==> src/logic/rv_exec_pkg.sv <==
package rv_exec_pkg;

    // rv32i data word: operands, immediate, pc, results
    typedef logic [31:0] xword_t;
    // architectural register number
    typedef logic [4:0]  reg_addr_t;

    // instruction fields seen by the execute stage
    typedef logic [6:0]  opcode_t;
    typedef logic [2:0]  funct3_t;
    typedef logic [6:0]  funct7_t;

    // major opcodes handled here
    localparam opcode_t OPC_OP     = 7'b0110011;
    localparam opcode_t OPC_OP_IMM = 7'b0010011;
    localparam opcode_t OPC_BRANCH = 7'b1100011;

    // funct7 variants, alt selects sub / sra
    localparam funct7_t F7_BASE = 7'b0000000;
    localparam funct7_t F7_ALT  = 7'b0100000;

    // funct3 codes for op and op-imm
    localparam funct3_t F3_ADD_SUB = 3'b000;
    localparam funct3_t F3_SLL     = 3'b001;
    localparam funct3_t F3_SLT     = 3'b010;
    localparam funct3_t F3_SLTU    = 3'b011;
    localparam funct3_t F3_XOR     = 3'b100;
    localparam funct3_t F3_SRL_SRA = 3'b101;
    localparam funct3_t F3_OR      = 3'b110;
    localparam funct3_t F3_AND     = 3'b111;

    // funct3 codes for conditional branches
    localparam funct3_t F3_BEQ  = 3'b000;
    localparam funct3_t F3_BNE  = 3'b001;
    localparam funct3_t F3_BLT  = 3'b100;
    localparam funct3_t F3_BGE  = 3'b101;
    localparam funct3_t F3_BLTU = 3'b110;
    localparam funct3_t F3_BGEU = 3'b111;

    // alu operations, codes 10..15 unused
    typedef enum logic [3:0] {
        ALU_ADD  = 4'd0,
        ALU_SUB  = 4'd1,
        ALU_SLL  = 4'd2,
        ALU_SLT  = 4'd3,
        ALU_SLTU = 4'd4,
        ALU_XOR  = 4'd5,
        ALU_SRL  = 4'd6,
        ALU_SRA  = 4'd7,
        ALU_OR   = 4'd8,
        ALU_AND  = 4'd9
    } alu_op_t;

    // what the writeback does with the result
    typedef enum logic [1:0] {
        CLASS_NONE   = 2'd0,
        CLASS_ALU    = 2'd1,
        CLASS_BRANCH = 2'd2
    } instr_class_t;

endpackage
==> src/logic/exec_stage.sv <==
module exec_stage (
    input  logic                    clk,
    input  logic                    rst_n,
    input  logic                    in_valid,
    input  rv_exec_pkg::opcode_t    opcode,
    input  rv_exec_pkg::funct3_t    funct3,
    input  rv_exec_pkg::funct7_t    funct7,
    input  rv_exec_pkg::xword_t     rs1_value,
    input  rv_exec_pkg::xword_t     rs2_value,
    input  rv_exec_pkg::xword_t     imm,
    input  rv_exec_pkg::xword_t     pc,
    input  rv_exec_pkg::reg_addr_t  rd_addr,
    output logic                    wb_valid,
    output logic                    wb_we,
    output rv_exec_pkg::reg_addr_t  wb_rd,
    output rv_exec_pkg::xword_t     wb_value,
    output logic                    branch_taken,
    output rv_exec_pkg::xword_t     branch_target,
    output logic                    illegal_op
);

    import rv_exec_pkg::*;

    alu_op_t       alu_op;
    logic          use_imm;
    instr_class_t  instr_class;
    logic          illegal;
    xword_t        op_b;
    xword_t        alu_result;
    logic          taken;
    xword_t        target;

    // decode, combinational
    alu_control_unit i_alu_control_unit (
        .clk         (clk),
        .opcode      (opcode),
        .funct3      (funct3),
        .funct7      (funct7),
        .alu_op      (alu_op),
        .use_imm     (use_imm),
        .instr_class (instr_class),
        .illegal     (illegal)
    );

    // op-imm takes the immediate, op takes rs2
    assign op_b = use_imm ? imm : rs2_value;

    alu i_alu (
        .alu_op (alu_op),
        .op_a   (rs1_value),
        .op_b   (op_b),
        .result (alu_result)
    );

    // branch path runs beside the alu on the raw operands
    branch_compare i_branch_compare (
        .funct3 (funct3),
        .rs1    (rs1_value),
        .rs2    (rs2_value),
        .pc     (pc),
        .imm    (imm),
        .taken  (taken),
        .target (target)
    );

    // the single register stage of the block
    exec_writeback i_exec_writeback (
        .clk           (clk),
        .rst_n         (rst_n),
        .in_valid      (in_valid),
        .instr_class   (instr_class),
        .illegal       (illegal),
        .rd_addr       (rd_addr),
        .alu_result    (alu_result),
        .taken         (taken),
        .target        (target),
        .wb_valid      (wb_valid),
        .wb_we         (wb_we),
        .wb_rd         (wb_rd),
        .wb_value      (wb_value),
        .branch_taken  (branch_taken),
        .branch_target (branch_target),
        .illegal_op    (illegal_op)
    );

endmodule

==> src/logic/exec_writeback.sv <==
module exec_writeback (
    input  logic                       clk,
    input  logic                       rst_n,
    input  logic                       in_valid,
    input  rv_exec_pkg::instr_class_t  instr_class,
    input  logic                       illegal,
    input  rv_exec_pkg::reg_addr_t     rd_addr,
    input  rv_exec_pkg::xword_t        alu_result,
    input  logic                       taken,
    input  rv_exec_pkg::xword_t        target,
    output logic                       wb_valid,
    output logic                       wb_we,
    output rv_exec_pkg::reg_addr_t     wb_rd,
    output rv_exec_pkg::xword_t        wb_value,
    output logic                       branch_taken,
    output rv_exec_pkg::xword_t        branch_target,
    output logic                       illegal_op
);

    import rv_exec_pkg::*;

    always_ff @(posedge clk or negedge rst_n)
    begin
        if (!rst_n)
        begin
            wb_valid      <= 1'b0;
            wb_we         <= 1'b0;
            wb_rd         <= '0;
            wb_value      <= '0;
            branch_taken  <= 1'b0;
            branch_target <= '0;
            illegal_op    <= 1'b0;
        end
        else
        begin
            // strobes last one cycle, data holds
            wb_valid     <= 1'b0;
            wb_we        <= 1'b0;
            branch_taken <= 1'b0;
            illegal_op   <= 1'b0;
            if (in_valid)
            begin
                if (illegal)
                    illegal_op <= 1'b1;
                else
                begin
                    wb_valid <= 1'b1;
                    wb_rd    <= rd_addr;
                    case (instr_class)
                        CLASS_ALU:
                        begin
                            // x0 is hardwired, never written
                            wb_we    <= (rd_addr != '0);
                            wb_value <= alu_result;
                        end
                        CLASS_BRANCH:
                        begin
                            wb_value      <= '0;
                            branch_taken  <= taken;
                            branch_target <= target;
                        end
                        default:
                        begin
                            wb_value <= '0;
                        end
                    endcase
                end
            end
        end
    end

    a_valid_xor_illegal: assert property (
        @(posedge clk) disable iff (!rst_n) !(wb_valid && illegal_op)
    );

    a_taken_needs_valid: assert property (
        @(posedge clk) disable iff (!rst_n) branch_taken |-> wb_valid
    );

    a_we_not_x0: assert property (
        @(posedge clk) disable iff (!rst_n) wb_we |-> (wb_rd != '0)
    );

endmodule

==> src/logic/branch_compare.sv <==
module branch_compare (
    input  rv_exec_pkg::funct3_t  funct3,
    input  rv_exec_pkg::xword_t   rs1,
    input  rv_exec_pkg::xword_t   rs2,
    input  rv_exec_pkg::xword_t   pc,
    input  rv_exec_pkg::xword_t   imm,
    output logic                  taken,
    output rv_exec_pkg::xword_t   target
);

    import rv_exec_pkg::*;

    logic eq;
    logic lt_s;
    logic lt_u;

    // three base relations, shared by all six branches
    assign eq   = (rs1 == rs2);
    assign lt_s = ($signed(rs1) < $signed(rs2));
    assign lt_u = (rs1 < rs2);

    // pc relative, wraps like the adder in the alu
    assign target = pc + imm;

    always_comb
    begin
        case (funct3)
            F3_BEQ:
                taken = eq;
            F3_BNE:
                taken = !eq;
            F3_BLT:
                taken = lt_s;
            // ge is the negation of lt, equal counts as taken
            F3_BGE:
                taken = !lt_s;
            F3_BLTU:
                taken = lt_u;
            F3_BGEU:
                taken = !lt_u;
            default:
            begin
                // 010 / 011 flagged illegal by the decoder
                taken = 1'b0;
            end
        endcase
    end

endmodule

==> src/logic/alu.sv <==
module alu (
    input  rv_exec_pkg::alu_op_t  alu_op,
    input  rv_exec_pkg::xword_t   op_a,
    input  rv_exec_pkg::xword_t   op_b,
    output rv_exec_pkg::xword_t   result
);

    import rv_exec_pkg::*;

    logic signed [31:0] op_a_signed;
    logic signed [31:0] op_b_signed;
    logic [4:0]         shamt;

    // signed views for slt and sra
    assign op_a_signed = op_a;
    assign op_b_signed = op_b;

    // only the low five bits shift, imm[4:0] for op-imm
    assign shamt = op_b[4:0];

    always_comb
    begin
        case (alu_op)
            ALU_ADD:
            begin
                // carry out dropped, wraps mod 2^32
                result = op_a + op_b;
            end
            ALU_SUB:
            begin
                result = op_a - op_b;
            end
            ALU_SLL:
            begin
                result = op_a << shamt;
            end
            ALU_SLT:
            begin
                // signed compare, result is 0 or 1
                result = (op_a_signed < op_b_signed) ? 32'd1 : 32'd0;
            end
            ALU_SLTU:
            begin
                // unsigned compare
                result = (op_a < op_b) ? 32'd1 : 32'd0;
            end
            ALU_XOR:
            begin
                result = op_a ^ op_b;
            end
            ALU_SRL:
            begin
                // zero fill from the top
                result = op_a >> shamt;
            end
            ALU_SRA:
            begin
                // sign fill from the top
                result = op_a_signed >>> shamt;
            end
            ALU_OR:
            begin
                result = op_a | op_b;
            end
            ALU_AND:
            begin
                result = op_a & op_b;
            end
            default:
            begin
                // unused codes, decoder never emits them
                result = '0;
            end
        endcase
    end

endmodule

==> src/logic/alu_control_unit.sv <==
module alu_control_unit (
    input  logic                       clk,
    input  rv_exec_pkg::opcode_t       opcode,
    input  rv_exec_pkg::funct3_t       funct3,
    input  rv_exec_pkg::funct7_t       funct7,
    output rv_exec_pkg::alu_op_t       alu_op,
    output logic                       use_imm,
    output rv_exec_pkg::instr_class_t  instr_class,
    output logic                       illegal
);

    import rv_exec_pkg::*;

    logic f7_base;
    logic f7_alt;
    logic legal;

    assign f7_base = (funct7 == F7_BASE);
    assign f7_alt  = (funct7 == F7_ALT);

    // funct3 to operation with funct7 at its base value
    function automatic alu_op_t base_op(input funct3_t f3);
        case (f3)
            F3_ADD_SUB: return ALU_ADD;
            F3_SLL:     return ALU_SLL;
            F3_SLT:     return ALU_SLT;
            F3_SLTU:    return ALU_SLTU;
            F3_XOR:     return ALU_XOR;
            F3_SRL_SRA: return ALU_SRL;
            F3_OR:      return ALU_OR;
            default:    return ALU_AND;
        endcase
    endfunction

    always_comb
    begin
        alu_op      = ALU_ADD;
        use_imm     = 1'b0;
        instr_class = CLASS_NONE;
        legal       = 1'b0;
        case (opcode)
            OPC_OP:
            begin
                instr_class = CLASS_ALU;
                // alt funct7 only for sub and sra
                if (f7_base)
                begin
                    alu_op = base_op(funct3);
                    legal  = 1'b1;
                end
                else if (f7_alt && funct3 == F3_ADD_SUB)
                begin
                    alu_op = ALU_SUB;
                    legal  = 1'b1;
                end
                else if (f7_alt && funct3 == F3_SRL_SRA)
                begin
                    alu_op = ALU_SRA;
                    legal  = 1'b1;
                end
            end
            OPC_OP_IMM:
            begin
                instr_class = CLASS_ALU;
                use_imm     = 1'b1;
                // addi never subtracts, upper imm bits ignored
                alu_op      = base_op(funct3);
                legal       = 1'b1;
                if (funct3 == F3_SLL)
                    legal = f7_base;
                else if (funct3 == F3_SRL_SRA)
                begin
                    legal = f7_base || f7_alt;
                    if (f7_alt)
                        alu_op = ALU_SRA;
                end
            end
            OPC_BRANCH:
            begin
                instr_class = CLASS_BRANCH;
                // comparator decides, alu op is a don't-use
                alu_op      = ALU_SUB;
                // codes 010 and 011 have no branch
                legal       = (funct3[2:1] != 2'b01);
            end
            default:
            begin
                legal = 1'b0;
            end
        endcase
        if (!legal)
            instr_class = CLASS_NONE;
        illegal = !legal;
    end

    // sub and sra only come from the alt funct7, and op-imm never subtracts
    a_alt_op_needs_f7_alt: assert property (
        @(posedge clk)
            (instr_class == CLASS_ALU && alu_op inside {ALU_SUB, ALU_SRA})
            |-> (f7_alt && !(use_imm && alu_op == ALU_SUB))
    );

endmodule

==> config.mk <==
export PLATFORM = sky130hd
export DESIGN_NAME = exec_stage
export DESIGN_NICKNAME = d
export VERILOG_FILES = /design/src/logic/rv_exec_pkg.sv /design/src/logic/exec_stage.sv /design/src/logic/exec_writeback.sv /design/src/logic/branch_compare.sv /design/src/logic/alu.sv /design/src/logic/alu_control_unit.sv
export SDC_FILE = /design/constraint.sdc
export NUM_CORES = 1
export LEC_CHECK = 0
export BUFFER_PORTS_ARGS = -buffer_cell sky130_fd_sc_hd__buf_4
export CAP_MARGIN = 20
export CORE_MARGIN = 8
export CORE_UTILIZATION = 30
export CTS_BUF_LIST = sky130_fd_sc_hd__clkbuf_8
export CTS_CLUSTER_DIAMETER = 30
export CTS_CLUSTER_SIZE = 30
export DETAILED_ROUTE_END_ITERATION = 6
export GPL_TIMING_DRIVEN = 0
export SLEW_MARGIN = 10
export SYNTH_ARGS = -nofsm -noshare
export SYNTH_HDL_FRONTEND = slang
export SYNTH_SLANG_ARGS = --single-unit
==> constraint.sdc <==
create_clock -name clk -period 1.85 [get_ports clk]
set_input_delay 0 -clock clk [delete_from_list [all_inputs] [get_ports clk]]
set_output_delay 0 -clock clk [all_outputs]
set_load 0.01 [all_outputs]
==> results of run 1 <==
## where the power goes
part / switching (W) / internal, W / total (W) / leakage, nW
combinational: 0.00385 / 0.00280 / 0.00665 / 8.74
clock: 0.000930 / 0.000938 / 0.00187 / 0.127
sequential: 0.000100 / 0.00173 / 0.00183 / 0.999
total: 0.00488 / 0.00546 / 0.0103 / 9.87
## worst max-delay path: cells and delay by family
family / cells / cell delay, ns
and+or+nand+nor: 5 / 0.87
buffers and inverters: 9 / 1.09
xor gates and xnor gates: 1 / 0.14
AOI/OAI and AO/OA: 7 / 1.62
adders and majority gates: 2 / 0.40
## synth_stat cells, types with 7 or more instances
library cell	instances	area, um^2
a211oi_1	31	233
a21o_1	76	571
a21oi_1	191	956
a221oi_1	12	105
a22o_1	7	61.3
a22oi_1	13	97.6
a311oi_1	7	61.3
a31oi_1	34	213
a32oi_1	8	70.1
and3_1	11	68.8
buf_1	15	56.3
buf_2	26	130
clkbuf_1	77	289
dfrtp_1	73	1830
ha_1	156	1950
inv_1	141	529
mux2i_1	55	551
mux4_2	49	1100
nand2_1	214	803
nand2b_1	9	56.3
nand3_1	47	235
nand4_1	18	113
nor2_1	157	589
nor2b_1	20	125
nor3_1	43	215
nor3b_1	10	75.1
nor4_1	14	87.6
o211ai_1	33	248
o21a_1	23	173
o21ai_0	141	706
o21ai_1	15	75.1
o21bai_1	28	210
o221ai_1	8	70.1
o22ai_1	14	87.6
o31ai_1	20	150
or2_2	7	43.8
or3_1	10	62.6
xnor2_1	35	307
xor2_1	14	123
## cell type report
type	count	area share
Multi-Input combinational cell	1662	0.624
Timing Repair Buffer	432	0.168
Sequential cell	73	0.0802
Clock buffer	10	0.00604
Buffer	115	0.0535
Clock inverter	6	0.00494
Tap cell	664	0.0365
Inverter	146	0.0275
## state kept, by name, indices dropped and copies added, names as in the netlist
register,count
i_exec_writeback.branch_taken,1
i_exec_writeback.branch_target,32
i_exec_writeback.illegal_op,1
i_exec_writeback.wb_rd,5
i_exec_writeback.wb_valid,1
i_exec_writeback.wb_value,32
i_exec_writeback.wb_we,1
## metrics by stage
step	setup WS, ns	power (W)
detailed placement	-4.14	0.00687
global route	-2.08	0.0107
floorplan	-1.77	0.00477
finish	-1.94	0.0103
CTS	-1.81	0.00969
global placement	-4.11	0.00688
## layer usage
metal	vias up	global-route usage	routed length, um	part of all wire
li1	8354	-	-	-
met1	9702	0.434	41000	0.39
met2	1232	0.563	46700	0.45
met3	295	0.0989	10700	0.10
met4	4	0.158	6220	0.059
met5	-	0	30	0.00029
## cell families after synthesis
logic type	count (synthesis)	share of synthesized area
multiplexers	109	0.115
buffers and inverters	274	0.0756
AO/OA/AOI/OAI	756	0.339
XOR/XNOR	49	0.0289
adder cells (fa/ha/maj)	158	0.134
flip-flops	73	0.123
AND/OR/NAND/NOR	590	0.185
## how the worst max path moves through the flow
| stage | from | endpoint | slack [ns] | depth (start not counted) |
|---|---|---|---|---|
| 2_1_floorplan | opcode[5] | i_exec_writeback.wb_value[31] | -1.77 | 21 |
| 3_3_place_gp | opcode[6] | i_exec_writeback.wb_value[22] | -4.11 | 18 |
| 3_5_place_dp | opcode[6] | i_exec_writeback.wb_value[22] | -4.14 | 18 |
| 4_1_cts | opcode[5] | i_exec_writeback.wb_value[28] | -1.81 | 22 |
| 5_1_grt | opcode[5] | i_exec_writeback.wb_value[30] | -2.08 | 24 |
| 6_report | opcode[5] | i_exec_writeback.wb_value[30] | -1.94 | 24 |
## timing repair
item,in CTS,in global routing
gates cloned,1,8
hold endpoints to repair,85,0
setup buffers,111,76
hold buffers,12,0
gates resized for setup,478,212
endpoints found under the setup margin,71,70
pin swaps,137,94
==> results_dict.tcl, run 1 <==
set metrics [dict create \
    num_rows 81 \
    fin_util 0.465 \
    antenna_found_initial 2 \
    wl_per_cell_um 33.7 \
    synth_warnings 0 \
    critPathKind "in -> reg" \
    cp_slowest_cell "or3b_4" \
    max_freq_mhz 264 \
    cts.sink_count 73 \
    clock_path_buffers 2 \
    initial_core_util 0.304 \
    finalCriticalPeriod_ns 3.79 \
    r2r_cells 4 \
    grt_usage 0.351 \
    ys_async_sr_fraction 1.00 \
    clock_latency_ns 0.45 \
    p_per_area_nw_per_um2 454 \
    maxSlewViolCount 0 \
    maxCapViolations 0 \
    syn2layout_area_growth_pct 53.3 \
    fin_skew_ns 0 \
    place_area_um2 17900 \
    syn_inst 2009 \
    ant_nets 0 \
    whs_endpoint "i_exec_writeback.branch_target[7]" \
    cts_tree "yes" \
    filler_cell_count 4839 \
    syn_nets 2320 \
    end_kind "register" \
    hp-class "in -> reg" \
    hold_start "pc[7]" \
    finalHoldViolCount 1 \
    postSynthAreaPerCell_um2 7.40 \
    drc 0 \
    cts_buffers 9 \
    setup_tns_ns -63.33 \
    crit_top_cell "buf_12" \
    layout_commonest_cell "buf_4" \
    r2r_slack_ns 0.15 \
    worst_path_largest_cell_delay_ns 0.49 \
    cts_root_buffer "clkbuf_8" \
    dr.pass1.iters 5 \
    violations "hold timing, setup timing" \
    gp_congestion 1.07 \
    diodes 0 \
    placed_cells 2900 \
    drt_iter0_markers 1958 \
    ir_worst_vdd_v 0.000306 \
    grt_pass1_wl_um 145000 \
    drive_gt1_frac 0.384 \
    multiInputGateArea_um2 14200 \
    rr_endpoint "i_exec_writeback.wb_value[22]" \
    setup_ws_ns -1.94 \
    grt_max_degree 74 \
    relSlewSlack 0.311 \
    vias 19600 \
    status "finished, violations left" \
    synthDistinctLibCells 101 \
    ioPinCount 226 \
    required_ns 2.23 \
    dpl.hpwl_um 81200 \
    rsz0062_at_grt "true" \
    grt_overflow 0 \
    final.period_utilization 2.05 \
    worst_pin_slew_ns 1.00 \
    coreArea_um2 49000 \
    synth-edff-count 0 \
    viasPerCell 6.30 \
    yosysSeqAreaShare 0.123 \
    worstPathMaxFanout 4 \
    die-width_um 239 \
    grt_pass1_vias 19300 \
    fin_nets 2750 \
    io_buffers 224 \
    cts.clk_slew.worst_paths_ns 0.10 \
    htree_levels 3 \
    setup_viol 72 \
    ff_latch_area_um2 1830 \
    die_area_um2 56900 \
    cp_cell_sequence "buf_12 > or3b_4 > o21ai_4 > nand2_4 > buf_12 > buf_12 > buf_12 > buf_12 > ha_4 > inv_2 > fa_2 > nor2b_4 > o31ai_4 > a211oi_4 > nor3_4 > buf_6 > o41ai_4 > buf_4 > a221o_1 > buf_6 > a221oi_4 > xnor2_2 > nand2_1 > a21oi_2" \
    syn_area_um2 14900 \
    leakagePower_nw 9.87 \
    stdcell_count 3108 \
    layout_common_cells "358 x buf_4, 180 x nand2_1, 150 x a21oi_1" \
    synth_flop_cell "dfrtp_1" \
    ys_ff_latch 73 \
    cp.arrival_ns 4.17 \
    postLayoutCellArea_um2 22800 \
    regToRegStartpoint "i_exec_writeback.wb_value[22]" \
    start_kind "input port" \
    die_h_um 239 \
    holdWs_ns -0.00817 \
    hold_depth 4 \
    routed_wl_um 105000 \
]
(Power assumes the default switching activity.)
==> run 2, diff against run 1 <==
Settings changed: CORE_MARGIN 8 to 10, SYNTH_HIERARCHICAL from default to 1.
==> results_dict.tcl, run 2 <==
set metrics [dict create \
    p_per_area_nw_per_um2 413 \
    postSynthAreaPerCell_um2 8.07 \
    status "finished, violations left" \
    maxCapViolations 0 \
    grt_overflow 0 \
    total_power_w 0.00856 \
    ioPinCount 226 \
    diodes 0 \
    violations "setup timing" \
    grt_pass1_wl_um 111000 \
    wl_per_cell_um 27.2 \
    cts_tree "yes" \
    syn_inst 1823 \
    worst_pin_slew_ns 1.06 \
    drc 0 \
    ant_nets 0 \
    die_h_um 241 \
    ys_ff_latch 73 \
    syn2layout_area_growth_pct 40.8 \
    required_ns 2.19 \
    gp_congestion 1.00 \
    r2r_cells 1 \
    post-synth-top-area-cell "ha_1" \
    synth.area.top_cells "ha_1 14%, dfrtp_1 12%, mux4_2 9.0%, mux2_4 6.0%, nor2_1 5.1%" \
    io_buffers 225 \
    grt_usage 0.256 \
    synth_warnings 6 \
    fin_skew_ns 0 \
    cts.sink_count 73 \
    worstPathMaxFanout 6 \
    holdWs_ns 0.0665 \
    rsz0062_at_grt "true" \
    clock_latency_ns 0.45 \
    ys_top_cells_by_count "200 x nor2_1, 160 x ha_1, 147 x a21oi_1, 143 x inv_1, 115 x o21ai_0" \
    fin_nets 2494 \
    start_kind "input port" \
    cts.clk_slew.worst_paths_ns 0.09 \
    fin_util 0.425 \
    synth-edff-count 0 \
    setup_viol 65 \
    cp.arrival_ns 4.18 \
    synthDistinctLibCells 96 \
    yosysSeqAreaShare 0.124 \
    hp-class "in -> async" \
    viasPerCell 5.93 \
    cts_root_buffer "clkbuf_8" \
    finalCriticalPeriod_ns 3.84 \
    initial_core_util 0.302 \
    synth_flop_cell "dfrtp_1" \
    synth.most_common_cell "nor2_1" \
    dpl.hpwl_um 60200 \
    setup_ws_ns -1.99 \
    die-width_um 241 \
    drt_iter0_markers 1403 \
    setup_tns_ns -59.12 \
    coreArea_um2 48700 \
    maxSlewViolCount 0 \
    biggestRegsByFlops "i_exec_writeback/branch_target x32, i_exec_writeback/wb_value x32, i_exec_writeback/wb_rd x5" \
    layout_commonest_cell "buf_4" \
    synth_top_area_frac 0.136 \
    relSlewSlack 0.293 \
    routed_wl_um 77300 \
    die_area_um2 58300 \
    dr.pass1.iters 6 \
    ir_worst_vdd_v 0.000263 \
    max_freq_mhz 260 \
    final.period_utilization 2.08 \
    syn_area_um2 14700 \
    htree_levels 3 \
    num_rows 81 \
    drive_gt1_frac 0.391 \
    cts_buffers 9 \
    end_kind "register" \
    clock_path_buffers 2 \
    vias 16900 \
    grt_pass1_vias 16700 \
    layout_common_cells "301 x buf_4, 177 x nor2_1, 133 x inv_1" \
    ys_async_sr_fraction 1.00 \
    finalHoldViolCount 0 \
    critPathKind "in -> reg" \
    grt_max_degree 74 \
    syn_nets 2139 \
    leakagePower_nw 9.11 \
    antenna_found_initial 0 \
]
## run 2: changes by cell type in the layout (fill, tap and decap cells not counted), sizes merged, moves of 17 or more
cell / previous run / this run
nor2: 158 / 202
a21o: 76 / 40
a22o: 7 / 32
a21oi: 193 / 150
buf: 470 / 399
mux2: 5 / 74
o21ai: 159 / 126
a31oi: 34 / 17
mux2i: 55 / 38
nand2: 216 / 114
## run 2: timing repair
item                                   in CTS  in global routing
pin swaps                                 125                 94
cloned                                      3                  0
resized for setup                         291                162
hold buffers                                9                  0
setup endpoints to repair                  69                 71
setup buffers                              67                 52
endpoints found under the hold margin      82                  0
## run 2: final timing paths
kind	startpoint	endpoint	slack (ns)
min reg2reg	i_exec_writeback/wb_rd[4]	i_exec_writeback/wb_rd[4]	0.51
max reg2reg	i_exec_writeback/branch_target[15]	i_exec_writeback/branch_target[15]	1.06
max	opcode[3]	i_exec_writeback/wb_value[0]	-1.99
min in group clk	pc[15]	i_exec_writeback/branch_target[15]	0.07
min	rst_n	i_exec_writeback/wb_value[6]	0.07
max in group asynchronous	rst_n	i_exec_writeback/branch_taken	1.15
## run 2: per-layer routing
layer  part of all wire  routed length (um)  global-route usage
met1               0.40               30700               0.313
met2               0.45               35000               0.410
met3              0.086                6620              0.0554
met4              0.064                4950               0.151
met5                  0                   0                   0
## run 2: per-stage QoR
stage | std cells | setup slack (ns) | cell area (um^2)
global placement | 2712 | -3.21 | 17700
global route | 2847 | -2.03 | 20700
detailed placement | 2713 | -3.33 | 17700
floorplan | 1823 | -1.94 | 15100
CTS | 2803 | -1.95 | 19700
finish | 2847 | -1.99 | 20700
## run 2: where the power goes
part / leakage (nW) / internal [W] / switching, W
sequential: 1.02 / 0.00161 / 0.00000861
clock: 0.110 / 0.000771 / 0.000848
combinational: 7.98 / 0.00229 / 0.00303
## run 2: worst max-delay path, stage by stage
cell and delay, ns:
buf_6 0.08, and4bb_2 0.32, nand2_4 0.06, nor2_4 0.13
buf_6 0.13, buf_6 0.12, buf_12 0.12, mux2_4 0.35
inv_4 0.08, ha_4 0.20, or4_4 0.55, or4_4 0.47
a21oi_4 0.15, o21ai_4 0.10, a21oi_4 0.20, o21ai_4 0.12
a211oi_4 0.34, o21ai_4 0.13, a31o_4 0.31, a22o_1 0.17
## run 2: kinds of logic after synthesis
family / synth area share
adders and majority gates: 0.140
AOI/OAI and AO/OA: 0.269
muxes: 0.188
and+or+nand+nor: 0.167
DFF: 0.124
xor gates and xnor gates: 0.0304
buffers and inverters: 0.0811
## run 2: cell type report
type                            instances  area, um^2
Timing Repair Buffer                  354        3010
Fill cell                            4789       28000
Buffer                                106         915
Sequential cell                        73        1830
Tap cell                              664         831
Multi-Input combinational cell       1486       13300
Clock buffer                            9         124
Clock inverter                          7         103
Inverter                              148         622
==> run 3, diff against run 2 <==
Settings changed: CELL_PAD_IN_SITES_DETAIL_PLACEMENT from default to 1, CELL_PAD_IN_SITES_GLOBAL_PLACEMENT from default to 1, PLACE_DENSITY_LB_ADDON from default to 0.1.
==> results_dict.tcl, run 3 (same netlist as run 2, synthesis figures left out) <==
set metrics [dict create \
    cp.arrival_ns 4.26 \
    setup_viol 65 \
    leakagePower_nw 9.17 \
    num_rows 81 \
    regToRegStartpoint "i_exec_writeback/branch_target[11]" \
    cp_cell_sequence "buf_6 > and4bb_2 > nand2_4 > nor2_4 > buf_6 > buf_8 > buf_12 > buf_4 > mux2_4 > inv_1 > ha_1 > buf_4 > a21oi_1 > o21ai_0 > a21oi_1 > a2bb2oi_1 > o31ai_4 > a2111oi_0 > a31oi_1 > mux2i_1 > o2bb2ai_1 > a22o_1" \
    final.period_utilization 2.12 \
    finalCriticalPeriod_ns 3.93 \
    cp_slowest_cell "a2111oi_0" \
    start_kind "input port" \
    rsz0062_at_grt "true" \
    vias 16800 \
    cts.clk_slew.worst_paths_ns 0.08 \
    status "finished, violations left" \
    die_h_um 241 \
    cts_buffers 9 \
    cts.sink_count 73 \
    end_kind "register" \
    worst_path_largest_cell_delay_ns 0.62 \
    violations "setup timing" \
    grt_usage 0.278 \
    worstPathMaxFanout 10 \
    crit_family "compound AO/OA/AOI/OAI gates" \
    maxCapViolations 0 \
    cts_root_buffer "clkbuf_8" \
    antenna_found_initial 0 \
    layout_commonest_cell "buf_4" \
    viasPerCell 5.89 \
    die-width_um 241 \
    dr.pass1.iters 5 \
    io_buffers 225 \
    drt_iter0_markers 1433 \
    fin_skew_ns 0 \
    die_area_um2 58300 \
    ant_nets 0 \
    grt_max_degree 74 \
    initial_core_util 0.302 \
    cts_tree "yes" \
    biggestRegsByFlops "i_exec_writeback/branch_target x32, i_exec_writeback/wb_value x32, i_exec_writeback/wb_rd x5" \
    drc 0 \
    syn2layout_area_growth_pct 39.4 \
    coreArea_um2 48700 \
    drive_gt1_frac 0.374 \
    max_freq_mhz 255 \
    grt_pass1_wl_um 120000 \
    p_per_area_nw_per_um2 416 \
    fin_util 0.421 \
    clock_latency_ns 0.44 \
    finalHoldViolCount 0 \
    layout_common_cells "319 x buf_4, 189 x nor2_1, 139 x ha_1" \
    critPathBufInv 7 \
    required_ns 2.18 \
    setup_ws_ns -2.08 \
    maxSlewViolCount 0 \
    fin_nets 2507 \
    routed_wl_um 82800 \
    grt_overflow 0 \
    grt_pass1_vias 17400 \
    ir_worst_vdd_v 0.000326 \
    total_power_w 0.00852 \
    hp-class "in -> async" \
    ioPinCount 226 \
    relSlewSlack 0.327 \
    worst_pin_slew_ns 1.01 \
    critPathKind "in -> reg" \
    wl_per_cell_um 29.0 \
    htree_levels 3 \
    crit_start "opcode[2]" \
    gp_congestion 0.973 \
    clock_path_buffers 2 \
    dpl.hpwl_um 64900 \
]
-- run 3: changes by cell type in the layout (fill, tap and decap cells not counted), moves of 6 or more --
cell,previous run,this run
a21oi_2,37,29
a21oi_1,107,113
buf_6,44,36
nor2_1,177,189
buf_4,301,319
ha_1,132,139
nor2_2,17,8
-- run 3: power by group --
group	internal, W	leakage [nW]	switching [W]
combinational	0.00226	8.04	0.00314
clock	0.000775	0.115	0.000725
sequential	0.00161	1.02	0.00000916
total	0.00465	9.17	0.00387
-- run 3: cell type report --
type | count | area, um^2
clock inverters | 5 | 72.6
plain buffers | 110 | 948
repair buffers | 363 | 3050
fillers | 5709 | 28200
flip-flops and latches | 73 | 1830
well taps | 664 | 831
diodes | 1 | 2.50
multi-input cells | 1486 | 13000
clock buffers | 10 | 138
inverters | 148 | 601
-- run 3: what timing repair did --
action / in CTS / in global routing
cloned: 3 / 2
pin swaps: 115 / 86
hold buffers: 9 / 0
buffers inserted: 93 / 35
endpoints found under the hold margin: 82 / 0
endpoints found under the setup margin: 63 / 69
resized for setup: 277 / 106
-- run 3: worst paths after layout --
check	to	slack [ns]	cells after the start
worst max register to register	i_exec_writeback/branch_target[11]	1.06	1
worst max-delay path	i_exec_writeback/wb_value[25]	-2.08	22
worst min-delay path	i_exec_writeback/wb_rd[0]	0.01	2
min in group clk	i_exec_writeback/branch_target[31]	0.04	4
max in group asynchronous	i_exec_writeback/branch_target[30]	1.23	3
worst min register to register	i_exec_writeback/wb_value[27]	0.50	1
-- run 3: per-stage QoR --
step,hold slack [ns],TNS (ns),cells,instance area [um^2],setup slack [ns]
after floorplan,-0.296,-57.39,1823,15100,-1.94
after global placement,0.224,-117.49,2712,17700,-3.57
after CTS,0.00354,-56.48,2828,19800,-1.96
final,0.0120,-63.60,2860,20500,-2.08
after detailed placement,0.228,-117.90,2712,17700,-3.56
after global routing,0.0310,-67.13,2859,20500,-2.13
-- run 3: layer usage --
metal,vias to the layer above,share of wire,global-route usage
met5,-,0,0
met4,0,0.043,0.0993
met3,147,0.078,0.0594
met2,740,0.46,0.452
met1,8488,0.42,0.358
li1,7471,-,-
